### src/source/mips_pkg.sv
package mips_pkg;

	////////////////////////////////////////////////////////////////////////////
	// Widths
	////////////////////////////////////////////////////////////////////////////

	localparam int xlen        = 32;
	localparam int reg_addr_w  = 5;
	// 64 words each
	localparam int imem_addr_w = 6;
	localparam int dmem_addr_w = 6;

	// R-type function field codes
	localparam logic [5:0] fn_addu = 6'h21;
	localparam logic [5:0] fn_subu = 6'h23;
	localparam logic [5:0] fn_and  = 6'h24;
	localparam logic [5:0] fn_or   = 6'h25;
	localparam logic [5:0] fn_slt  = 6'h2a;

	// Primary opcodes, MIPS encodings except HALT
	typedef enum logic [5:0] {
		OP_RTYPE = 6'h00,
		OP_BEQ   = 6'h04,
		OP_ADDI  = 6'h08,
		OP_LW    = 6'h23,
		OP_SW    = 6'h2b,
		OP_HALT  = 6'h3f
	} opcode_t;

	typedef enum logic [2:0] {
		ALU_ADD = 3'd0,
		ALU_SUB = 3'd1,
		ALU_AND = 3'd2,
		ALU_OR  = 3'd3,
		ALU_SLT = 3'd4
	} alu_op_t;

	////////////////////////////////////////////////////////////////////////////
	// Pipeline registers
	////////////////////////////////////////////////////////////////////////////

	typedef struct packed {
		logic [xlen-1:0] instr;
		logic [xlen-1:0] pc_plus4;
	} if_id_t;

	typedef struct packed {
		logic [xlen-1:0]       rs_val;
		logic [xlen-1:0]       rt_val;
		logic [xlen-1:0]       imm;
		logic [xlen-1:0]       pc_plus4;
		logic [reg_addr_w-1:0] dest;
		alu_op_t               alu_op;
		logic                  use_imm;
		logic                  mem_read;
		logic                  mem_write;
		logic                  reg_write;
		logic                  branch;
		logic                  halt;
	} id_ex_t;

	typedef struct packed {
		logic [xlen-1:0]       result;
		logic [xlen-1:0]       store_data;
		logic [reg_addr_w-1:0] dest;
		logic                  mem_read;
		logic                  mem_write;
		logic                  reg_write;
		logic                  halt;
	} ex_mem_t;

	typedef struct packed {
		logic [xlen-1:0]       wb_data;
		logic [reg_addr_w-1:0] dest;
		logic                  reg_write;
		logic                  halt;
	} mem_wb_t;

endpackage

### src/source/mips_reg_file.sv
`timescale 1ns/1ns

module mips_reg_file (
	input  logic                            clk,
	input  logic                            rst_n,
	input  logic [mips_pkg::reg_addr_w-1:0] rs_addr,
	input  logic [mips_pkg::reg_addr_w-1:0] rt_addr,
	input  logic [mips_pkg::reg_addr_w-1:0] dbg_addr,
	output logic [mips_pkg::xlen-1:0]       rs_data,
	output logic [mips_pkg::xlen-1:0]       rt_data,
	output logic [mips_pkg::xlen-1:0]       dbg_data,
	input  logic                            wr_en,
	input  logic [mips_pkg::reg_addr_w-1:0] wr_addr,
	input  logic [mips_pkg::xlen-1:0]       wr_data
);

	logic [mips_pkg::xlen-1:0] regs [2**mips_pkg::reg_addr_w];
	logic                      wr_live;

	// Writes to r0 are dropped
	assign wr_live = wr_en && (wr_addr != '0);

	always_ff @(posedge clk or negedge rst_n) begin
		if (!rst_n) begin
			for (int i = 0; i < 2**mips_pkg::reg_addr_w; i++) begin
				regs[i] <= '0;
			end
		end else if (wr_live) begin
			regs[wr_addr] <= wr_data;
		end
	end

	// Write-through so decode sees the value being retired
	assign rs_data = (wr_live && wr_addr == rs_addr) ? wr_data : regs[rs_addr];
	assign rt_data = (wr_live && wr_addr == rt_addr) ? wr_data : regs[rt_addr];

	// Debug port shows the stored value, one cycle after writeback
	assign dbg_data = regs[dbg_addr];

endmodule

### config.mk
export PLATFORM = sky130hd
export DESIGN_NAME = mips_reg_file
export DESIGN_NICKNAME = d
export VERILOG_FILES = /design/src/source/mips_pkg.sv /design/src/source/mips_reg_file.sv
export SDC_FILE = /design/constraint.sdc
export NUM_CORES = 2
export LEC_CHECK = 0
export BUFFER_PORTS_ARGS = -buffer_cell sky130_fd_sc_hd__buf_4
export CAP_MARGIN = 20
export CORE_ASPECT_RATIO = 0.75
export CORE_UTILIZATION = 30
export CTS_BUF_LIST = sky130_fd_sc_hd__clkbuf_16
export DETAILED_ROUTE_END_ITERATION = 7
export HOLD_SLACK_MARGIN = 0.02
export SLEW_MARGIN = 20
export SYNTH_ARGS = -nofsm -noshare
export SYNTH_HDL_FRONTEND = slang
export SYNTH_SLANG_ARGS = --single-unit
### constraint.sdc
create_clock -name clk -period 4.6 [get_ports clk]
set_input_delay 0.92 -clock clk [delete_from_list [all_inputs] [get_ports clk]]
set_output_delay 0.92 -clock clk [all_outputs]
set_load 0.1 [all_outputs]
==> flow_summary.ini <==
[setup_path]
critPathLaunchType = input pin
worstPathArrival_ns = 3.39
critPathCaptureType = output port
r2r_slack_ns = 3.77
r2r-start = regs[507]
cp.required_ns = 3.68
rr_worst_depth = 1
crit_type = in -> out
r2r-end = regs[507]
path_max_fanout = 17

[global_route]
grt_pass1_vias = 41400
antenna_found_initial = 24
grt_first_pass_wirelength_mm = 319
grt_max_degree = 157
track_usage_pct = 21.5
grt_overflow = 0

[route]
wl_per_cell_um = 33.3
dr.pass1.iters = 8
via_per_inst = 6.18
postRouteWirelength_mm = 222
drc = 0
route.vias.total = 41000
drt_iter0_drc = 4838
final_antenna_net_count = 0

[logic_synthesis]
syn_avg_cell_area_um2 = 15.9
yosys.area.top_type_share_pct = 41.8
synth_ff_type = dfrtp_1
netlist_top_cells_area = dfrtp_1 (42%), mux4_2 (31%), mux2_2 (20%), o22ai_1 (2.5%), clkbuf_1 (1.9%)
synth_seq_area_share_pct = 41.8
syn_inst = 3857
synth-async-reset-ratio_pct = 100
yosysMostFrequentCell = mux2_2
ys_warn_count = 0
synth.largest_area_cell = dfrtp_1
ys_ff_latch = 1024
synthesis.nets = 3912
synth_edf_count = 0
yosys-top-cells-count = mux2_2 (1078), dfrtp_1 (1024), mux4_2 (831), clkbuf_1 (308), o22ai_1 (249)
netlist_area_um2 = 61200
ys_types = 37

[finish]
layout.nets = 3910
reg_top3 = regs: 1024 flops
final_layout_size_suffix_gt1_share_pct = 63.3
fillCellCount = 19100
largest_register = regs
largest_reg_flops = 1024
syn2layout_area_growth_pct = 15.1

[outcome]
status = complete, no violations

[die]
die_h_um = 393
io_pins = 151
dieWidth_um = 524
initial_utilization_pct = 30.2
core_area_um2 = 203000
dieArea_um2 = 206000
num_rows = 143

[place]
dp_slack_ns = 0.227
dp_hpwl_mm = 131
io_buffers = 150
place.gp.congestion = 0.835

[cts]
cts.clk_slew.worst_paths_ns = 0.06
cts_buffers = 114
cts_max_level = 3
hold_buffers = 0
root_buffer = clkbuf_16
clk_latency_ns = 0.74
clockBufferDepth = 3
postCtsSetupRepairBufs = 0
cts_resized = 0
clock_sinks = 1024
cts_tree = yes

[timing]
worst_pin_slew_ns = 1.18
finalCriticalPeriod_ns = 4.31
setup_viol = 0
setup_ws_ns = 0.291
grt_setup_unrepaired = false
maxSlewViolCount = 0
min_period_over_period_pct = 93.7
hold_slack_ns = 0.0982
finClkSkew_ns = 0
slew_headroom_pct = 21.6
hold_viol_final = 0
max_freq_ghz = 0.232

[power]
p_per_area_nw_per_um2 = 428
ir_drop_mv = 0.326
p_leak_nw = 28.7

[job]
maxCapViolCount = 0

[hold_path]
hp-class = in -> async
==> area by class of cell <==
cell class | instances | area (µm²) | area share, %
timing repair buffer | 368 | 3890 | 5.53
multi-input combinational | 2345 | 33900 | 48.0
tap | 2682 | 3360 | 4.76
inverter | 2 | 7.51 | 0.0106
antenna | 9 | 22.5 | 0.0319
clock buffer | 116 | 2900 | 4.12
clock inverter | 97 | 833 | 1.18
sequential | 1024 | 25600 | 36.3
==> power breakdown <==
part | switching [mW] | internal [mW]
registers | 1.68 | 10.7
clock network | 4.01 | 5.29
logic | 3.95 | 4.48
==> per-layer routing <==
layer,wire length (µm),vias up,global-route usage [%]
li1,-,15700,-
met1,89500,22400,29.0
met2,101000,2323,32.3
met3,20600,509,5.55
met4,10600,18,9.76
met5,103,-,0
==> critical path, cell delays in order <==
cell,delay (ns)
buf_8,0.22
buf_12,0.21
buf_4,0.28
mux4_2,0.28
mux2i_1,0.08
o2111a_1,0.25
o41ai_2,0.57
buf_4,0.22
buf_4,0.28
==> metrics by stage <==
step	setup TNS [ns]	cell area, µm²	total power [mW]	utilization, %	cells
6_report	0	70500	30.1	34.8	6643
5_1_grt	0	70500	31.3	34.8	6641
4_1_cts	0	70500	30.2	34.8	6634
3_5_place_dp	0	66700	20.9	32.9	6421
3_3_place_gp	0	66700	20.7	32.9	6421
2_1_floorplan	-0.0211	61300	18.4	-	3857
==> layout by cell type, fill, tap and decap left out, types with 12 or more instances in the layout <==
master / count
mux2_2: 1078
dfrtp_1: 1024
mux4_2: 831
buf_4: 274
o22ai_1: 249
clkbuf_16: 116
buf_12: 86
nor4_1: 62
clkinv_1: 26
clkinv_2: 25
inv_1: 17
nor2_4: 16
nand2_4: 15
bufinv_16: 13
nand2_1: 12
==> worst max path at each step <==
stage / startpoint / end / depth (start not counted)
2_1_floorplan: wr_addr[2] / rt_data[30] / 6
3_3_place_gp: rt_addr[0] / rt_data[30] / 9
3_5_place_dp: rt_addr[0] / rt_data[30] / 9
4_1_cts: rt_addr[0] / rt_data[30] / 9
5_1_grt: rt_addr[0] / rt_data[30] / 9
6_report: rt_addr[0] / rt_data[30] / 9
==> kinds of logic after synthesis <==
family          count (synthesis)  synth area share [%]
flops                        1024                  41.8
xor+xnor                       10                 0.143
compound gates                269                  2.76
simple gates                  156                  1.48
buf+inv                       488                  3.39
mux                          1910                  50.4
(Power assumes the default switching activity.)
