--- config.mk ---
export PLATFORM = sky130hd
export DESIGN_NAME = mips_decoder
export DESIGN_NICKNAME = d
export VERILOG_FILES = /design/src/source/mips_pkg.sv /design/src/source/mips_decoder.sv
export SDC_FILE = /design/constraint.sdc
export NUM_CORES = 1
export LEC_CHECK = 0
export ABC_AREA = 0
export ABC_CLOCK_PERIOD_IN_PS = 2100
export BUFFER_PORTS_ARGS = -buffer_cell sky130_fd_sc_hd__buf_2
export CAP_MARGIN = 10
export CORE_AREA = 2 2 67 69
export DETAILED_ROUTE_END_ITERATION = 10
export DIE_AREA = 0 0 69 71
export GPL_TIMING_DRIVEN = 0
export PLACE_DENSITY = 0.89
export SLEW_MARGIN = 20
export SYNTH_ARGS = -nofsm -noshare
export SYNTH_HDL_FRONTEND = slang
export SYNTH_SLANG_ARGS = --single-unit
--- constraint.sdc ---
create_clock -name vclk -period 2.1
set_clock_uncertainty 0.15 [all_clocks]
set_input_delay 0.315 -clock vclk [all_inputs]
set_output_delay 0.315 -clock vclk [all_outputs]
set_load 0.005 [all_outputs]
--- src/source/mips_pkg.sv ---
package mips_pkg;

	////////////////////////////////////////////////////////////////////////////
	// Widths
	////////////////////////////////////////////////////////////////////////////

	localparam int xlen        = 32;
	localparam int reg_addr_w  = 5;
	// 64 words each
	localparam int imem_addr_w = 6;
	localparam int dmem_addr_w = 6;

	// R-type function field codes
	localparam logic [5:0] fn_addu = 6'h21;
	localparam logic [5:0] fn_subu = 6'h23;
	localparam logic [5:0] fn_and  = 6'h24;
	localparam logic [5:0] fn_or   = 6'h25;
	localparam logic [5:0] fn_slt  = 6'h2a;

	// Primary opcodes, MIPS encodings except HALT
	typedef enum logic [5:0] {
		OP_RTYPE = 6'h00,
		OP_BEQ   = 6'h04,
		OP_ADDI  = 6'h08,
		OP_LW    = 6'h23,
		OP_SW    = 6'h2b,
		OP_HALT  = 6'h3f
	} opcode_t;

	typedef enum logic [2:0] {
		ALU_ADD = 3'd0,
		ALU_SUB = 3'd1,
		ALU_AND = 3'd2,
		ALU_OR  = 3'd3,
		ALU_SLT = 3'd4
	} alu_op_t;

	////////////////////////////////////////////////////////////////////////////
	// Pipeline registers
	////////////////////////////////////////////////////////////////////////////

	typedef struct packed {
		logic [xlen-1:0] instr;
		logic [xlen-1:0] pc_plus4;
	} if_id_t;

	typedef struct packed {
		logic [xlen-1:0]       rs_val;
		logic [xlen-1:0]       rt_val;
		logic [xlen-1:0]       imm;
		logic [xlen-1:0]       pc_plus4;
		logic [reg_addr_w-1:0] dest;
		alu_op_t               alu_op;
		logic                  use_imm;
		logic                  mem_read;
		logic                  mem_write;
		logic                  reg_write;
		logic                  branch;
		logic                  halt;
	} id_ex_t;

	typedef struct packed {
		logic [xlen-1:0]       result;
		logic [xlen-1:0]       store_data;
		logic [reg_addr_w-1:0] dest;
		logic                  mem_read;
		logic                  mem_write;
		logic                  reg_write;
		logic                  halt;
	} ex_mem_t;

	typedef struct packed {
		logic [xlen-1:0]       wb_data;
		logic [reg_addr_w-1:0] dest;
		logic                  reg_write;
		logic                  halt;
	} mem_wb_t;

endpackage

--- src/source/mips_decoder.sv ---
`timescale 1ns/1ns

module mips_decoder (
	input  logic [mips_pkg::xlen-1:0] instr,
	output mips_pkg::id_ex_t          ctrl
);

	mips_pkg::opcode_t                op;
	logic [5:0]                       funct;
	logic [mips_pkg::reg_addr_w-1:0]  rt;
	logic [mips_pkg::reg_addr_w-1:0]  rd;

	// Instruction fields
	assign op    = mips_pkg::opcode_t'(instr[31:26]);
	assign rt    = instr[20:16];
	assign rd    = instr[15:11];
	assign funct = instr[5:0];

	always_comb begin
		// Everything off by default as in a NOP
		ctrl      = '0;
		ctrl.imm  = {{(mips_pkg::xlen-16){instr[15]}}, instr[15:0]};
		ctrl.dest = rt;
		case (op)
			mips_pkg::OP_RTYPE: begin
				ctrl.dest      = rd;
				ctrl.reg_write = 1'b1;
				case (funct)
					mips_pkg::fn_addu: ctrl.alu_op = mips_pkg::ALU_ADD;
					mips_pkg::fn_subu: ctrl.alu_op = mips_pkg::ALU_SUB;
					mips_pkg::fn_and:  ctrl.alu_op = mips_pkg::ALU_AND;
					mips_pkg::fn_or:   ctrl.alu_op = mips_pkg::ALU_OR;
					mips_pkg::fn_slt:  ctrl.alu_op = mips_pkg::ALU_SLT;
					// Unknown funct and the all-zero NOP
					default:           ctrl.reg_write = 1'b0;
				endcase
			end
			mips_pkg::OP_ADDI: begin
				ctrl.use_imm   = 1'b1;
				ctrl.reg_write = 1'b1;
			end
			mips_pkg::OP_LW: begin
				ctrl.use_imm   = 1'b1;
				ctrl.mem_read  = 1'b1;
				ctrl.reg_write = 1'b1;
			end
			mips_pkg::OP_SW: begin
				ctrl.use_imm   = 1'b1;
				ctrl.mem_write = 1'b1;
			end
			mips_pkg::OP_BEQ: begin
				// Compare happens in execute
				ctrl.branch = 1'b1;
			end
			mips_pkg::OP_HALT: begin
				ctrl.halt = 1'b1;
			end
			default: begin
				ctrl.dest = '0;
			end
		endcase
	end

endmodule

==> impl_metrics.toml <==
[layout]
finalInstanceArea_sq_mm = 0.00212
seq_area_sq_um = 0
seq_cells = 0
n_fill_cell = 409
mostFrequentLayoutCell = "buf_4"
nNetsFinal = 372
fin_util_pct = 50.4
n_antenna_cell = 0
drive_gt1_share_pct = 60.9
final_cell_mix = "buf_4, conb_1, buf_2"
instances_no_fill = 390
area_delta_synth_final_pct = 56.1
clockBufferCount = 0

[die]
dieArea_sq_mm = 0.00490
die_h_microns = 71
core-area_sq_mm = 0.00420
rows = 24
die_w_microns = 69
pin_count = 174
start_util_pct = 32.3

[global_routing]
gr-total-overflow = 0
grt_use_met2_pct = 19.9
globalRouteMet3Util_pct = 1.85
busiest_layer = "met2"
met1_usage_pct = 10.9
grt_pass1_vias = 971
grt_max_degree = 19
globalRouteTotalUtil_pct = 9.69
grt_pass1_wl_mm = 4.21
grt_antenna_before_repair = 0

[critical_path]
crit_path_start_kind = "input pin"
cp-end-kind = "primary output"
cp_cell_sequence = "buf_2, nor4_2, a22o_1, buf_2"
path_class = "in -> out"
critPathSlowestCell = "nor4_2"
path_max_fanout = 6
path_common_cell = "buf_2"
worst-endpoint-arrival_ns = 1.39
cpPeakStageDelay_ns = 0.59
worstPathRequired_ns = 1.63

[power_and_ir_drop]
ir_drop_mv = 0.0853
powerDensity_mw_per_mm2 = 164
p_leak_nw = 1.40

[timing]
setup_tns_ns = 0
worst_slew_pin_slew_ns = 0.621
slew_violations = 0
fmax_mhz = 538
slew_headroom_pct = 58.2
fin_crit_sh_pct = 88.5
whs_ns = 0.646
rsz0062_at_grt = "no"
hold_violations = 0
setup_viol = 0
fin_crit_ns = 1.86

[synthesis]
ys_warn_count = 0
synth.distinct_cells = 29
synthCells = 175
avgSynthCellArea_sq_um = 7.76
seq_area_frac_synth_pct = 0
syn_area_sq_mm = 0.00136

[run]
maxCapViolCount = 0

[min_path]
min_path_type = "in -> out"

[placement]
place_inst = 390
dp_hpwl_mm = 2.74
port_buffers = 68
dpl_cell_area_sq_mm = 0.00212
gp_congestion = 0.653

[detailed_routing]
drt-initial-drc-count = 31
wl_mm = 2.90
vias_per_cell = 3.27
first_pass_iters = 3
wl_per_cell_microns = 7.45
drtAntennaViolNets = 0
drc = 0
route.vias.total = 1277

[status]
outcome = "complete, no violations"

[clock_tree]
postCtsResizedCells = 0
post_cts_buffers = 0
cts_hold_buffers = 0
metrics by stage:
stage / worst slack [ns] / total power [W]
floorplan: 0.544 / 0.000260
global placement: 0.230 / 0.000336
detailed placement: 0.234 / 0.000340
CTS: 0.232 / 0.000340
global route: 0.133 / 0.000381
finish: 0.242 / 0.000348
where the power goes:
group / internal (W) / switching [W]
Clock: 0 / 0
Sequential: 0 / 0
Combinational: 0.000210 / 0.000138
Total: 0.000210 / 0.000138
worst max-delay path: cells and delay by family:
kind / cells / cell delay, ns
AND/OR/NAND/NOR: 1 / 0.59
buffers and inverters: 2 / 0.24
AO/OA/AOI/OAI: 1 / 0.24
per-layer routing:
metal / wire length, microns / up-vias
li1: - / 680
met1: 962 / 511
met2: 1550 / 86
met3: 396 / 0
met4: 0 / 0
met5: 0 / -
cell families (layout without fill, tap and decap cells):
kind of cell,after synthesis,in the layout,share of synthesized area [%]
buffers and inverters,131,199,72.3
muxes,5,5,3.69
xor gates and xnor gates,1,1,0.645
and+or+nand+nor,23,23,14.1
other,1,96,0.276
AOI/OAI and AO/OA,14,14,9.03
synthesized netlist by cell type, drive strengths merged:
cell     number  share of area (%)
buf         130                 72
a22o          5                3.2
mux2i         5                3.7
o2bb2ai       5                3.2
nand3         3                1.5
nor3          3                1.9
nor3b         3                1.7
nor4b         3                4.0
a21oi         2                1.6
nand2         2               0.55
nor2          2               0.55
nor4          2                1.4
a2bb2oi       1               0.65
and2          1               0.46
conb          1               0.28
inv           1               0.28
nor2b         1               0.46
nor4bb        1               0.74
o21ai         1               0.37
or2           1               0.46
or3           1               0.46
xnor2         1               0.65
final timing paths:
check / startpoint / end / slack [ns] / depth (start not counted)
hold / removal: instr[6] / ctrl[52] / 0.65 / 2
setup / recovery: instr[27] / ctrl[9] / 0.24 / 4
area by class of cell:
| cell class | instances | area, sq um | share of cell area (%) |
|---|---|---|---|
| plain buffers | 130 | 977 | 46.1 |
| repair buffers | 68 | 340 | 16.1 |
| inverters | 1 | 3.75 | 0.177 |
| multi-input cells | 139 | 733 | 34.6 |
| well taps | 52 | 65.1 | 3.07 |
Power figures use the tool's default switching activity.
