`config.mk`:
```
export PLATFORM = sky130hd
export DESIGN_NAME = mips_data_mem
export DESIGN_NICKNAME = d
export VERILOG_FILES = /design/src/source/mips_pkg.sv /design/src/source/mips_data_mem.sv
export SDC_FILE = /design/constraint.sdc
export NUM_CORES = 2
export LEC_CHECK = 0
export ABC_AREA = 1
export BUFFER_PORTS_ARGS = -buffer_cell sky130_fd_sc_hd__buf_2
export CAP_MARGIN = 20
export CORE_ASPECT_RATIO = 1.5
export CORE_UTILIZATION = 25
export DETAILED_ROUTE_END_ITERATION = 6
export PLACE_DENSITY = 0.5
export SYNTH_ARGS = -nofsm -noshare
export SYNTH_HDL_FRONTEND = slang
export SYNTH_SLANG_ARGS = --single-unit
```
`constraint.sdc`:
```
create_clock -name clk -period 3.6 [get_ports clk]
set_input_delay 0.72 -clock clk [delete_from_list [all_inputs] [get_ports clk]]
set_output_delay 0.72 -clock clk [all_outputs]
set_load 0.05 [all_outputs]
```
`src/source/mips_pkg.sv`:
```
package mips_pkg;

	////////////////////////////////////////////////////////////////////////////
	// Widths
	////////////////////////////////////////////////////////////////////////////

	localparam int xlen        = 32;
	localparam int reg_addr_w  = 5;
	// 64 words each
	localparam int imem_addr_w = 6;
	localparam int dmem_addr_w = 6;

	// R-type function field codes
	localparam logic [5:0] fn_addu = 6'h21;
	localparam logic [5:0] fn_subu = 6'h23;
	localparam logic [5:0] fn_and  = 6'h24;
	localparam logic [5:0] fn_or   = 6'h25;
	localparam logic [5:0] fn_slt  = 6'h2a;

	// Primary opcodes, MIPS encodings except HALT
	typedef enum logic [5:0] {
		OP_RTYPE = 6'h00,
		OP_BEQ   = 6'h04,
		OP_ADDI  = 6'h08,
		OP_LW    = 6'h23,
		OP_SW    = 6'h2b,
		OP_HALT  = 6'h3f
	} opcode_t;

	typedef enum logic [2:0] {
		ALU_ADD = 3'd0,
		ALU_SUB = 3'd1,
		ALU_AND = 3'd2,
		ALU_OR  = 3'd3,
		ALU_SLT = 3'd4
	} alu_op_t;

	////////////////////////////////////////////////////////////////////////////
	// Pipeline registers
	////////////////////////////////////////////////////////////////////////////

	typedef struct packed {
		logic [xlen-1:0] instr;
		logic [xlen-1:0] pc_plus4;
	} if_id_t;

	typedef struct packed {
		logic [xlen-1:0]       rs_val;
		logic [xlen-1:0]       rt_val;
		logic [xlen-1:0]       imm;
		logic [xlen-1:0]       pc_plus4;
		logic [reg_addr_w-1:0] dest;
		alu_op_t               alu_op;
		logic                  use_imm;
		logic                  mem_read;
		logic                  mem_write;
		logic                  reg_write;
		logic                  branch;
		logic                  halt;
	} id_ex_t;

	typedef struct packed {
		logic [xlen-1:0]       result;
		logic [xlen-1:0]       store_data;
		logic [reg_addr_w-1:0] dest;
		logic                  mem_read;
		logic                  mem_write;
		logic                  reg_write;
		logic                  halt;
	} ex_mem_t;

	typedef struct packed {
		logic [xlen-1:0]       wb_data;
		logic [reg_addr_w-1:0] dest;
		logic                  reg_write;
		logic                  halt;
	} mem_wb_t;

endpackage

```
`src/source/mips_data_mem.sv`:
```
`timescale 1ns/1ns

module mips_data_mem (
	input  logic                      clk,
	input  logic                      rst_n,
	input  logic                      wr_en,
	input  logic [mips_pkg::xlen-1:0] addr,
	input  logic [mips_pkg::xlen-1:0] wr_data,
	output logic [mips_pkg::xlen-1:0] rd_data
);

	logic [mips_pkg::xlen-1:0]        mem [2**mips_pkg::dmem_addr_w];
	logic [mips_pkg::dmem_addr_w-1:0] word_idx;

	// Byte address to word index, low two bits ignored
	assign word_idx = addr[mips_pkg::dmem_addr_w+1:2];

	// Cleared at reset for known start contents
	always_ff @(posedge clk or negedge rst_n) begin
		if (!rst_n) begin
			for (int i = 0; i < 2**mips_pkg::dmem_addr_w; i++) begin
				mem[i] <= '0;
			end
		end else if (wr_en) begin
			mem[word_idx] <= wr_data;
		end
	end

	assign rd_data = mem[word_idx];

endmodule

```
==> results_dict.tcl <==
set metrics [dict create \
    fin_setup_tns_ns -0.00003908 \
    rows 278 \
    tightest_slew_ns 0.9696 \
    drcViolationCount 0 \
    place.gp.congestion 0.8555 \
    antenna_found_initial 21 \
    drv_cap 0 \
    power_frac_seq_pct 46.7 \
    synth-edff-count 0 \
    worst_skew_pair.late_latency_ns 0.86 \
    combPwrFrac_pct 17.2 \
    nFillCells 41720 \
    max_stage_delay_ns 0.26 \
    vias_per_cell 4.531 \
    die_y_um 760.6 \
    ios 99 \
    ir_drop_mv 0.3398 \
    syn_inst 13130 \
    post-route-period-util_pct 100.0 \
    dieArea_mm2 0.3862 \
    htreeDepth 4 \
    place_area_mm2 0.1070 \
    avgSynthCellArea_um2 7.306 \
    cp_common_cell "nand2_1" \
    min_period_ns 3.600 \
    firstDrtPassIters 6 \
    p_int_uw 43070 \
    pre_cts_ws_ns -0.1028 \
    fin_ws_ns -0.00003908 \
    ys.flop_type "dfrtp_1" \
    ant_nets 0 \
    leakagePower_uw 0.05730 \
    finalCoreUtilization_pct 29.87 \
    crit_fanout 23 \
    rsz0062_at_grt "true" \
    final_nets 13110 \
    worstPathRequired_ns 2.88 \
    slowest_stage "clkbuf_4" \
    yosysWarnings 0 \
    path_class "in -> out" \
    grt_use_total_pct 18.40 \
    wire_per_inst_um 19.64 \
    cts.clk_slew.worst_paths_ns 0.07 \
    start_util_pct 25.12 \
    wl_mm 358.2 \
    crit_buf_inv 5 \
    cts-root-buf "clkbuf_16" \
    grt_max_degree 106 \
    powerDensity_mw_per_mm2 534.4 \
    finalHoldViolCount 0 \
    cts_tree "built" \
    syn_nets 13200 \
    fin_hold_ws_ns 0.2015 \
    ys_ff_latch 2048 \
    hold_class "in -> reg" \
    violations "setup timing" \
    clock_path_buffers 4 \
    first_global_vias 80970 \
    critPathArrivalTime_ns 2.88 \
    drtIter0Drc 6018 \
    drv_slew 0 \
    relSlewSlack_pct 35.36 \
    async_flop_share_pct 100.0 \
    ys_types 20 \
    design.core.area_mm2 0.3819 \
    fp.dieW_um 507.8 \
    status "complete, but fails checks" \
    startpoint_type "input pin" \
    grt_pass1_wl_mm 538.1 \
    syn2layout_area_growth_pct 18.92 \
    largest_register_ffs 2048 \
    skew_ns 0 \
    clkPwrFrac_pct 36.1 \
    overflow 0 \
    yosysSeqAreaShare_pct 53.43 \
    top_regs "mem: 2048 flops" \
    clock-sinks 2048 \
    fmax_mhz 277.8 \
    endpoint_kind "primary output" \
    p_sw_uw 17890 \
    swShare_pct 29.35 \
    cts_buffers 202 \
    synth.cell_area_mm2 0.09592 \
    cpLargestDelayFamily "buffers and inverters" \
    path_cells "buf_8 -> buf_12 -> buf_12 -> buf_4 -> nand2_1 -> nand2_1 -> nand2_1 -> nand2_1 -> nand2_1 -> nand2_1 -> nand2_1 -> nand2_1 -> nor2_1 -> nand2_1 -> clkbuf_4" \
    largest_register "mem" \
    io_buffers 72 \
    dp_hpwl_mm 233.7 \
    drive_gt1_share_pct 8.905 \
    setup-violations-final 1 \
    vias 82610 \
    final_cell_area_mm2 0.1141 \
]
-- cell usage after synthesis, types with 17 or more instances --
| cell type | count | area, um2 |
|---|---|---|
| a21oi_1 | 785 | 3929 |
| buf_1 | 39 | 146.4 |
| buf_2 | 104 | 520.5 |
| clkbuf_1 | 856 | 3213 |
| dfrtp_1 | 2048 | 51250 |
| inv_1 | 223 | 837.1 |
| nand2_1 | 6714 | 25200 |
| nor2_1 | 873 | 3277 |
| nor2_2 | 17 | 106.4 |
| o21ai_0 | 1342 | 6716 |
| o21ai_1 | 87 | 435.4 |
-- cells by family (layout without fill, tap and decap cells) --
kind of cell	count (synthesis)	after routing	share of synthesized area [%]
AND/OR/NAND/NOR	7628	7628	30.00
AO/OA/AOI/OAI	2219	2219	11.59
flip-flops	2048	2048	53.43
buffers and inverters	1234	1288	4.976
other	0	9	0
-- final timing paths --
check	slack, ns	to	startpoint	depth (start not counted)
worst max register to register	2.89	mem[78]	mem[78]	2
worst min register to register	0.48	mem[1562]	mem[1562]	2
max in group asynchronous	1.94	mem[1207]	rst_n	4
worst max-delay path	-0.00004	rd_data[13]	addr[2]	15
min in group asynchronous	0.49	mem[1695]	rst_n	2
worst min-delay path	0.20	mem[244]	wr_data[20]	3
-- tightest hold or removal path, delay by kind of cell --
family	cells	cell delay, ns
buffers and inverters	1	0.18
AOI/OAI and AO/OA	1	0.07
and+or+nand+nor	1	0.08
-- power by group through the flow --
stage,sequential (uW),clock (uW),combinational [uW]
6_report,28500,22000,10500
5_1_grt,28900,23300,12000
4_1_cts,28500,22600,10600
3_5_place_dp,28900,0,10500
3_3_place_gp,28800,0,10300
2_1_floorplan,28500,0,6680
-- cell type report --
type | instances | area (um2) | area share [%]
clock buffer | 289 | 5923 | 5.193
multi-input combinational | 9847 | 40300 | 35.33
tap | 5040 | 6306 | 5.528
antenna | 9 | 22.52 | 0.01974
inverter | 232 | 903.4 | 0.7920
sequential | 2048 | 51250 | 44.93
timing repair buffer | 707 | 8643 | 7.577
clock inverter | 60 | 714.4 | 0.6263
-- cells in the final DEF (no fill, tap or decap), drive strengths merged --
cell	instances
dfrtp	2048
nor2	890
clkbuf	308
buf	686
o211ai	5
inv	230
nor3	9
nand2	6714
dlygate4sd3	1
or2	2
clkinvlp	9
nor4	2
bufbuf	1
diode	9
bufinv	14
nand3	11
o21ai	1429
a21oi	785
clkinv	39
-- repair_timing --
action / 4_1_cts / 5_1_grt
setup buffers: 0 / 1
gates cloned: 1 / 4
resized for setup: 27 / 59
hold endpoints to repair: 32 / 0
hold buffers: 1 / 0
endpoints found under the setup margin: 19 / 32
-- stage by stage --
step                      cells  total power [uW]
after floorplan           13130             35160
after global placement    17870             39140
after CTS                 18220             61610
after detailed placement  17870             39370
after global routing      18220             64270
final                     18230             60960
-- metal layers --
metal,track usage [%],wire length [um],vias up
met3,1.600,13060,580
met4,8.657,19710,10
met2,33.48,181200,1696
met5,0,67,-
met1,21.63,144100,39650
li1,-,-,40680
Note: power is estimated with default switching activity, not from simulation.
