`src/source/mips_pkg.sv`:
```
package mips_pkg;

	////////////////////////////////////////////////////////////////////////////
	// Widths
	////////////////////////////////////////////////////////////////////////////

	localparam int xlen        = 32;
	localparam int reg_addr_w  = 5;
	// 64 words each
	localparam int imem_addr_w = 6;
	localparam int dmem_addr_w = 6;

	// R-type function field codes
	localparam logic [5:0] fn_addu = 6'h21;
	localparam logic [5:0] fn_subu = 6'h23;
	localparam logic [5:0] fn_and  = 6'h24;
	localparam logic [5:0] fn_or   = 6'h25;
	localparam logic [5:0] fn_slt  = 6'h2a;

	// Primary opcodes, MIPS encodings except HALT
	typedef enum logic [5:0] {
		OP_RTYPE = 6'h00,
		OP_BEQ   = 6'h04,
		OP_ADDI  = 6'h08,
		OP_LW    = 6'h23,
		OP_SW    = 6'h2b,
		OP_HALT  = 6'h3f
	} opcode_t;

	typedef enum logic [2:0] {
		ALU_ADD = 3'd0,
		ALU_SUB = 3'd1,
		ALU_AND = 3'd2,
		ALU_OR  = 3'd3,
		ALU_SLT = 3'd4
	} alu_op_t;

	////////////////////////////////////////////////////////////////////////////
	// Pipeline registers
	////////////////////////////////////////////////////////////////////////////

	typedef struct packed {
		logic [xlen-1:0] instr;
		logic [xlen-1:0] pc_plus4;
	} if_id_t;

	typedef struct packed {
		logic [xlen-1:0]       rs_val;
		logic [xlen-1:0]       rt_val;
		logic [xlen-1:0]       imm;
		logic [xlen-1:0]       pc_plus4;
		logic [reg_addr_w-1:0] dest;
		alu_op_t               alu_op;
		logic                  use_imm;
		logic                  mem_read;
		logic                  mem_write;
		logic                  reg_write;
		logic                  branch;
		logic                  halt;
	} id_ex_t;

	typedef struct packed {
		logic [xlen-1:0]       result;
		logic [xlen-1:0]       store_data;
		logic [reg_addr_w-1:0] dest;
		logic                  mem_read;
		logic                  mem_write;
		logic                  reg_write;
		logic                  halt;
	} ex_mem_t;

	typedef struct packed {
		logic [xlen-1:0]       wb_data;
		logic [reg_addr_w-1:0] dest;
		logic                  reg_write;
		logic                  halt;
	} mem_wb_t;

endpackage

```
`src/source/mips_execute.sv`:
```
`timescale 1ns/1ns

module mips_execute (
	input  mips_pkg::id_ex_t          stage,
	output logic [mips_pkg::xlen-1:0] result,
	output logic [mips_pkg::xlen-1:0] store_data,
	output logic                      branch_taken,
	output logic [mips_pkg::xlen-1:0] branch_target
);

	logic [mips_pkg::xlen-1:0] op_a;
	logic [mips_pkg::xlen-1:0] op_b;

	// Operand select
	assign op_a = stage.rs_val;
	assign op_b = stage.use_imm ? stage.imm : stage.rt_val;

	////////////////////////////////////////////////////////////////////////////
	// ALU
	////////////////////////////////////////////////////////////////////////////

	always_comb begin
		case (stage.alu_op)
			mips_pkg::ALU_ADD: result = op_a + op_b;
			mips_pkg::ALU_SUB: result = op_a - op_b;
			mips_pkg::ALU_AND: result = op_a & op_b;
			mips_pkg::ALU_OR:  result = op_a | op_b;
			// Signed compare
			mips_pkg::ALU_SLT: begin
				result = {{(mips_pkg::xlen-1){1'b0}}, $signed(op_a) < $signed(op_b)};
			end
			default:           result = '0;
		endcase
	end

	// SW stores rt
	assign store_data = stage.rt_val;

	// Branch target, word offset from PC+4
	assign branch_target = stage.pc_plus4 + {stage.imm[mips_pkg::xlen-3:0], 2'b00};
	assign branch_taken  = stage.branch && (stage.rs_val == stage.rt_val);

endmodule

```
`config.mk`:
```
export PLATFORM = sky130hd
export DESIGN_NAME = mips_execute
export DESIGN_NICKNAME = d
export VERILOG_FILES = /design/src/source/mips_pkg.sv /design/src/source/mips_execute.sv
export SDC_FILE = /design/constraint.sdc
export NUM_CORES = 1
export LEC_CHECK = 0
export BUFFER_PORTS_ARGS = -buffer_cell sky130_fd_sc_hd__buf_2
export CORE_ASPECT_RATIO = 0.75
export CORE_MARGIN = 3
export CORE_UTILIZATION = 40
export DETAILED_ROUTE_END_ITERATION = 6
export PLACE_DENSITY = 0.65
export SETUP_SLACK_MARGIN = 0.15
export SLEW_MARGIN = 30
export SYNTH_ARGS = -nofsm -noshare
export SYNTH_HDL_FRONTEND = slang
export SYNTH_SLANG_ARGS = --single-unit
```
`constraint.sdc`:
```
create_clock -name vclk -period 7.1
set_input_delay 1.42 -clock vclk [all_inputs]
set_output_delay 1.42 -clock vclk [all_outputs]
set_load 0.01 [all_outputs]
```
==> summary by stage <==
Synthesis
The Yosys warning count is 0. In the synthesized netlist, the number of instances is 994. The synthesized area divided by synthesized cell count is 6.84 µm². The netlist area before placement is 6800 µm².

Counting every net in the synthesized netlist gives 1,264. The post-synthesis sequential area ratio is 0. The synthesized netlist contains 70 unique library cells.

Detailed routing
The pre-antenna-repair detailed-routing pass consisted of 6 iterations. In the routed layout, each cell is associated on average with a via count of 5.47. The count of unresolved DRC violations after routing is 0.

For this block, the routed nets add up to 23.1 mm of wire. In the final routed layout, each cell accounts on average for 16.9 µm. The detail route stage leaves a number of antenna-violating nets equal to 0. The count of vias placed by the detailed router is 7,475. The first routing iteration left 632 violations.

CTS
Gates resized during post-CTS repair numbered 0. The post-CTS repair timing setup buffer count is 0. The number of hold-repair buffers added at the cts stage is 0.

STA
After routing, the total negative slack on setup checks comes to 0 ns. The final number of max-transition violations is 0. The final hold slack is 2.84 ns.

Setup violations remaining at the end of the flow were counted as 0. Setup repair after global routing left no endpoint under its margin. The final count of hold timing violations is 0. The worst slew margin relative to its limit is 0.442. The maximum clock frequency is 0.147 GHz.

The final worst-path cycle share is 0.959. At the pin with the least slew margin, the transition time is 0.836 ns. Counting I/O delays and the setup requirement, the final critical path takes 6.81 ns.

Power and ir drop
The leakage power is 4.06 nW. The highest ir drop seen on vdd is 0.0488 mV. The areal power density over the cells is 99.0 nW/µm².

Setup path
The destination of the critical timing path is result[28]. The endpoint kind of the worst setup timing path is a primary output. The largest single stage delay on the critical path is 0.53 ns. Walking the worst path, the cells encountered are clkbuf_4, mux2i_1, ha_1, nor2b_1, a41oi_1, a21o_1, nand3_1, a31oi_1, a211oi_1, o22ai_1, o41a_1, or4_1, a311oi_2, buf_2.

The maximum fanout along the worst path is 13. The worst setup path is launched from a primary input. The arrival time at the worst endpoint is 5.39 ns. The timing startpoint of the critical path is stage[5]. The critical path is of the in -> out type. At the worst endpoint, the required time is 5.68 ns. The slowest library cell on the worst path is or4_1.

Floorplanning
The die covers 18,600 µm². The I/O pin count is 239. The floorplan step defined a core boundary enclosing 16,300 µm². Measured along the x axis, the die boundary spans 157 µm. The standard-cell row count is 40.

The floorplan die height is 119 µm. The starting density of the core is 0.417.

GRT
The initial antenna violation count was 1. The combined global-route utilization of all metal layers is 0.229. The overflow left after global routing is 0. The maximum number of pins on one net before global-route repair is 48. The number of global-route vias before repair is 6,706. The first global-routing pass estimated 35.3 mm of wire.

Finish
Registers take 0 µm². In the final layout, the share of cells above drive strength 1 is 0.222. The area added between synthesis and finish is 16.0%. The repair_antennas step left the layout with diodes totalling 0. The sequential cell count is 0. The number of clock buffers in the layout is 0. The net count of the finished layout is 1,429.

The filler cell count is 1,738.

Min path
The classification of the worst-slack hold path is in -> out. In this run the most critical hold path is launched from stage[14].

Placed design
The HPWL after detailed placement is 19.5 mm. During placement, the flow inserted port buffers numbering 226. The routability-driven placement congestion ratio is 0.936.

Run status
The run finished with clean final reports.

Flow run
The max-cap check violation count is 0.
==> metrics by stage <==
stage | utilization | worst slack [ns] | power [mW] | instance area (µm²) | cells
3_3_place_gp | 0.483 | 0.328 | 0.768 | 7890 | 1367
2_1_floorplan | - | 0.574 | 0.531 | 6800 | 994
5_1_grt | 0.484 | 0.182 | 0.864 | 7890 | 1367
4_1_cts | 0.483 | 0.317 | 0.776 | 7890 | 1367
6_report | 0.484 | 0.291 | 0.782 | 7890 | 1367
3_5_place_dp | 0.483 | 0.342 | 0.770 | 7890 | 1367
==> worst min path at each step <==
stage | end | slack [ns] | cells past startpoint
floorplan | branch_target[0] | 2.93 | 1
global placement | branch_target[0] | 2.84 | 0
detailed placement | branch_target[0] | 2.84 | 0
CTS | branch_target[0] | 2.84 | 0
global route | branch_target[1] | 2.84 | 0
finish | branch_target[0] | 2.84 | 0
==> logic make-up after synthesis <==
| group | Yosys count | synth area share |
|---|---|---|
| and+or+nand+nor | 255 | 0.180 |
| buffers and inverters | 192 | 0.126 |
| xor gates and xnor gates | 84 | 0.108 |
| AOI/OAI and AO/OA | 294 | 0.286 |
| adders and majority gates | 128 | 0.239 |
| muxes | 41 | 0.0622 |
==> critical path, delay by kind of cell <==
kind,cells,cell delay (ns)
compound gates,7,1.87
buf+inv,2,0.46
mux,1,0.37
simple gates,3,0.89
fa+ha+maj,1,0.37
==> routing by layer <==
layer / global-route usage / routed length [µm] / vias to the layer above
li1: - / - / 3807
met1: 0.367 / 11800 / 3359
met2: 0.338 / 9490 / 284
met3: 0.0185 / 1550 / 23
met4: 0.0246 / 303 / 2
met5: 0 / 13 / -
==> cells in the mapped netlist, drive strengths merged (9+ instances only) <==
library cell  number  area share
nand4             12       0.011
nand2b            11       0.010
inv              113       0.062
nor2b             12       0.011
nor2              99       0.055
clkbuf            32       0.018
o21bai            14       0.015
ha               125        0.23
a21oi             88       0.065
a21o              21       0.023
mux2i             40       0.059
or3               10      0.0092
a31oi             12       0.011
buf               47       0.046
xnor2             75       0.097
nand2             46       0.025
nand3             16       0.012
xor2               9       0.012
a211oi            18       0.020
nor4               9      0.0083
o21ai             57       0.042
o22ai             10      0.0092
nor3              15       0.011
==> layout by cell type (no fill, tap or decap), types with 9 or more instances in the layout <==
master    netlist  layout
buf_2           3     225
ha_1          125     125
inv_1         113     113
nor2_1         99      99
a21oi_1        87      87
xnor2_1        75      75
o21ai_0        57      57
nand2_1        46      46
mux2i_1        40      40
a21o_1         21      21
a211oi_1       18      18
nand3_1        16      16
nor3_1         15      15
buf_4          35      15
o21bai_1       14      14
nor2b_1        12      12
nand4_1        12      12
a31oi_1        12      12
nand2b_1       11      11
or3_1          10      10
o22ai_1        10      10
xor2_1          9       9
nor4_1          9       9
==> power by group <==
group / total (mW) / switching [mW] / internal (mW)
clock: 0 / 0 / 0
sequential: 0 / 0 / 0
combinational: 0.782 / 0.456 / 0.326
total: 0.782 / 0.456 / 0.326
==> area by class of cell <==
class | instances | area (µm²) | area share
Inverter | 113 | 424 | 0.0537
Multi-Input combinational cell | 802 | 5950 | 0.754
Tap cell | 210 | 263 | 0.0333
Timing Repair Buffer | 242 | 1260 | 0.159
No activity file was read; power rests on OpenSTA's default activity.
