## config.mk

```make
export PLATFORM = sky130hd
export DESIGN_NAME = mips_inst_mem
export DESIGN_NICKNAME = d
export VERILOG_FILES = /design/src/source/mips_pkg.sv /design/src/source/mips_inst_mem.sv
export SDC_FILE = /design/constraint.sdc
export NUM_CORES = 2
export LEC_CHECK = 0
export BUFFER_PORTS_ARGS = -buffer_cell sky130_fd_sc_hd__buf_2
export CORE_MARGIN = 4
export CORE_UTILIZATION = 40
export CTS_BUF_LIST = sky130_fd_sc_hd__clkbuf_4
export DETAILED_ROUTE_END_ITERATION = 10
export SYNTH_ARGS = -nofsm -noshare
export SYNTH_HDL_FRONTEND = slang
export SYNTH_SLANG_ARGS = --single-unit
```

## constraint.sdc

```tcl
create_clock -name clk -period 4.88 [get_ports clk]
set_clock_uncertainty 0.1 [all_clocks]
set_input_delay 0.732 -clock clk [delete_from_list [all_inputs] [get_ports clk]]
set_output_delay 0.732 -clock clk [all_outputs]
set_load 0.02 [all_outputs]
```

## src/source/mips_pkg.sv

```systemverilog
package mips_pkg;

	////////////////////////////////////////////////////////////////////////////
	// Widths
	////////////////////////////////////////////////////////////////////////////

	localparam int xlen        = 32;
	localparam int reg_addr_w  = 5;
	// 64 words each
	localparam int imem_addr_w = 6;
	localparam int dmem_addr_w = 6;

	// R-type function field codes
	localparam logic [5:0] fn_addu = 6'h21;
	localparam logic [5:0] fn_subu = 6'h23;
	localparam logic [5:0] fn_and  = 6'h24;
	localparam logic [5:0] fn_or   = 6'h25;
	localparam logic [5:0] fn_slt  = 6'h2a;

	// Primary opcodes, MIPS encodings except HALT
	typedef enum logic [5:0] {
		OP_RTYPE = 6'h00,
		OP_BEQ   = 6'h04,
		OP_ADDI  = 6'h08,
		OP_LW    = 6'h23,
		OP_SW    = 6'h2b,
		OP_HALT  = 6'h3f
	} opcode_t;

	typedef enum logic [2:0] {
		ALU_ADD = 3'd0,
		ALU_SUB = 3'd1,
		ALU_AND = 3'd2,
		ALU_OR  = 3'd3,
		ALU_SLT = 3'd4
	} alu_op_t;

	////////////////////////////////////////////////////////////////////////////
	// Pipeline registers
	////////////////////////////////////////////////////////////////////////////

	typedef struct packed {
		logic [xlen-1:0] instr;
		logic [xlen-1:0] pc_plus4;
	} if_id_t;

	typedef struct packed {
		logic [xlen-1:0]       rs_val;
		logic [xlen-1:0]       rt_val;
		logic [xlen-1:0]       imm;
		logic [xlen-1:0]       pc_plus4;
		logic [reg_addr_w-1:0] dest;
		alu_op_t               alu_op;
		logic                  use_imm;
		logic                  mem_read;
		logic                  mem_write;
		logic                  reg_write;
		logic                  branch;
		logic                  halt;
	} id_ex_t;

	typedef struct packed {
		logic [xlen-1:0]       result;
		logic [xlen-1:0]       store_data;
		logic [reg_addr_w-1:0] dest;
		logic                  mem_read;
		logic                  mem_write;
		logic                  reg_write;
		logic                  halt;
	} ex_mem_t;

	typedef struct packed {
		logic [xlen-1:0]       wb_data;
		logic [reg_addr_w-1:0] dest;
		logic                  reg_write;
		logic                  halt;
	} mem_wb_t;

endpackage

```

## src/source/mips_inst_mem.sv

```systemverilog
`timescale 1ns/1ns

module mips_inst_mem (
	input  logic                             clk,
	input  logic                             rst_n,
	input  logic                             load_req,
	input  logic [mips_pkg::imem_addr_w-1:0] load_addr,
	input  logic [mips_pkg::xlen-1:0]        load_data,
	output logic                             load_ack,
	input  logic [mips_pkg::imem_addr_w-1:0] fetch_addr,
	output logic [mips_pkg::xlen-1:0]        fetch_instr
);

	logic [mips_pkg::xlen-1:0] mem [2**mips_pkg::imem_addr_w];

	// Four-phase loader
	// Write only on the req-high / ack-low phase, so one write per request
	always_ff @(posedge clk or negedge rst_n) begin
		if (!rst_n) begin
			load_ack <= 1'b0;
		end else if (load_req && !load_ack) begin
			load_ack <= 1'b1;
		end else if (!load_req && load_ack) begin
			load_ack <= 1'b0;
		end
	end

	// Word storage, no reset on contents
	always_ff @(posedge clk) begin
		if (load_req && !load_ack) begin
			mem[load_addr] <= load_data;
		end
	end

	// Combinational fetch port
	assign fetch_instr = mem[fetch_addr];

endmodule

```

==> results.json <==
{
  "core.rowCount": 161,
  "dpl_worst_slack_ps": -259,
  "track_usage_pct": 19.4,
  "final_max_slew_viol_count": 0,
  "yosysWarnings": 0,
  "final-setup-viol-count": 0,
  "nets": 4034,
  "ant_nets": 0,
  "synthesis.nets": 3401,
  "h-tree-depth": 6,
  "worst_pin_slew_ps": 1260,
  "drt-total-wl_mm": 197,
  "drive_above_1_share_pct": 38.3,
  "period_share_pct": 97.0,
  "grt_util_met1_pct": 26.3,
  "clockBufferDepth": 4,
  "cts_tree": "built",
  "cts.sinks": 2049,
  "grt_max_degree": 95,
  "clk_latency_ps": 1250,
  "yosysSeqAreaShare_pct": 79.1,
  "ios": 80,
  "setup_ws_ps": 145,
  "hold_path_depth": 1,
  "die_w_um": 449,
  "syn_area_um2": 77800,
  "grt_use_met3_pct": 5.40,
  "placed_area_um2": 82600,
  "design_area_um2": 89100,
  "cp.required_ps": 4050,
  "grt_first_pass_wirelength_mm": 283,
  "core-area_um2": 193000,
  "rrSetupSlack_ps": 1280,
  "synth.avg_cell_area_um2": 23.2,
  "firstDrtPassIters": 6,
  "endpoint_kind": "primary output",
  "die_area_um2": 202000,
  "vias_per_cell": 5.65,
  "p_leak_nw": 28.3,
  "rsz0062_at_grt": "false",
  "synthArstFlopShare_pct": 0.0488,
  "drt-initial-drc-count": 3939,
  "cp_max_fo": 48,
  "grt_pass1_vias": 40326,
  "grt_use_met2_pct": 30.0,
  "synth.distinct_cells": 47,
  "gr-total-overflow": 0,
  "worst-setup-path-type": "primary input to primary output",
  "path_clk_slew_ps": 70,
  "ff2ff_path_depth": 6,
  "arrival_ps": 3900,
  "root_buffer": "clkbuf_4",
  "min_path_type": "primary input to register",
  "ir_drop_mv": 0.271,
  "die_h_um": 449,
  "antenna_found_initial": 18,
  "io_buffers": 79,
  "holdWs_ps": 103,
  "area_delta_synth_final_pct": 14.5,
  "max_freq_mhz": 211,
  "synth_edf_count": 2048,
  "powerDensity_nw_per_um2": 398,
  "grt_busiest_layer": "met2",
  "synth_ff_type": "edfxtp_1",
  "finalHoldViolCount": 0,
  "synth_cells": 3353,
  "place_hpwl_mm": 108,
  "post_drt_wl_per_cell_um": 28.8,
  "worst_setup_path_start_kind": "primary input",
  "drc": 0,
  "finalCriticalPeriod_ps": 4740,
  "outcome": "finished, final reports clean",
  "place_congestion": 0.747,
  "ys_ff_latch": 2049,
  "cts_buffers": 541,
  "initial_core_util_pct": 40.3,
  "drv_cap": 0,
  "vias": 38670,
  "relSlewSlack_pct": 15.6
}
routing by layer:
metal | vias to the layer above | wire (um)
met2 | 1769 | 93800
met5 | - | 56
met1 | 20558 | 79400
li1 | 16009 | -
met4 | 8 | 6360
met3 | 326 | 17700
cell usage after synthesis (3+ instances only):
cell / n / area share [%]
edfxtp_1: 2048 / 79
mux4_2: 496 / 14
o22ai_1: 136 / 1.1
mux2i_1: 101 / 1.3
nor2_1: 97 / 0.47
buf_2: 72 / 0.46
clkbuf_1: 61 / 0.29
nand2_1: 45 / 0.22
buf_4: 44 / 0.42
a21oi_1: 32 / 0.21
nor4_1: 20 / 0.16
mux2_2: 18 / 0.26
a221oi_1: 17 / 0.19
nor3_1: 17 / 0.11
o21ai_0: 17 / 0.11
o22a_1: 14 / 0.16
a22oi_1: 13 / 0.13
nand2b_1: 12 / 0.096
o221ai_1: 12 / 0.14
a2bb2oi_1: 10 / 0.11
nor2b_1: 10 / 0.080
nand3_1: 6 / 0.039
a211oi_1: 5 / 0.048
a22o_1: 5 / 0.056
a31oi_1: 5 / 0.040
buf_6: 5 / 0.072
nand3b_1: 4 / 0.039
o21ai_1: 4 / 0.026
and2_1: 3 / 0.024
cells in the final DEF, fill, tap and decap left out, drive strengths merged, types with 4 or more instances in the layout:
cell         netlist  final
bufinv             0      4
a31oi              5      5
clkbuf            61    778
o22a              14     14
nor4              20     20
nor3              17     17
nor2b             10     10
o21ai             21     21
a221oi            17     17
diode              0     14
a211oi             5      5
buf              122    255
a22oi             13     13
mux2i            101    101
inv                3     18
nand2             45     45
clkinv             0     69
nand2b            12     12
a22o               5      5
mux4             496    496
o22ai            136    136
mux2              19     19
nor2              97     97
a21oi             32     32
edfxtp          2048   2048
or2                4      4
o221ai            12     12
a2bb2oi           10     10
nand3b             4      4
nand3              6      6
dlygate4sd3        0     18
worst paths after layout:
path | start | to
max in group asynchronous | rst_n | load_ack$_DFFE_PN0P_
min in group asynchronous | rst_n | load_ack$_DFFE_PN0P_
worst max-delay path | fetch_addr[2] | fetch_instr[4]
worst min register to register | load_ack$_DFFE_PN0P_ | load_ack$_DFFE_PN0P_
worst min-delay path | load_data[20] | mem[10][20]$_DFFE_PP_
worst max register to register | load_ack$_DFFE_PN0P_ | mem[14][4]$_DFFE_PP_
area by class of cell:
class | count | area [um2]
antenna | 14 | 35.0
clock inverter | 88 | 442
inverter | 3 | 11.3
timing repair buffer | 273 | 2240
tap | 2526 | 3160
multi-input combinational | 1118 | 15800
sequential | 2049 | 61500
fill | 16168 | 104000
clock buffer | 778 | 5840
flip-flops by register name, indices dropped and copies added (netlist names):
signal    flops
load_ack      1
mem        2048
repair_timing:
item,CTS,global route
buffers inserted,0,0
endpoints found under the setup margin,5,0
gates resized for setup,5,0
endpoints found under the hold margin,375,0
hold buffers,18,0
critical path: stages:
cell and delay [ps]:
buf_8 380, nand3b_1 690, buf_4 410, o22ai_1 230, nor4_2 610, buf_4 210, a2bb2oi_1 330, buf_2 240
metrics by stage:
| step | setup TNS, ps | instances | power, mW | utilization (%) |
|---|---|---|---|---|
| final | 0 | 6849 | 35.4 | 46.2 |
| after global routing | 0 | 6843 | 37.0 | 46.2 |
| after CTS | 0 | 6835 | 35.9 | 46.1 |
| after detailed placement | -756 | 5951 | 21.8 | 42.8 |
| after global placement | -962 | 5951 | 21.7 | 42.8 |
| after floorplan | 0 | 3353 | 20.9 | - |
cells by family (layout without fill, tap and decap cells):
kind of cell | Yosys count | count (layout) | share of synthesized area [%]
compound gates | 276 | 276 | 2.38
fa+ha+maj | 1 | 1 | 0.0161
buf+inv | 186 | 1142 | 1.27
flops | 2049 | 2049 | 79.1
mux | 616 | 616 | 15.9
other cells | 0 | 14 | 0
simple gates | 225 | 225 | 1.33
power breakdown:
group,total (mW),leakage (nW),internal (mW),switching [mW]
combinational,1.88,6.05,0.688,1.19
sequential,19.5,18.4,19.5,0.0178
clock,14.1,3.82,7.45,6.61
(Power assumes the default switching activity.)
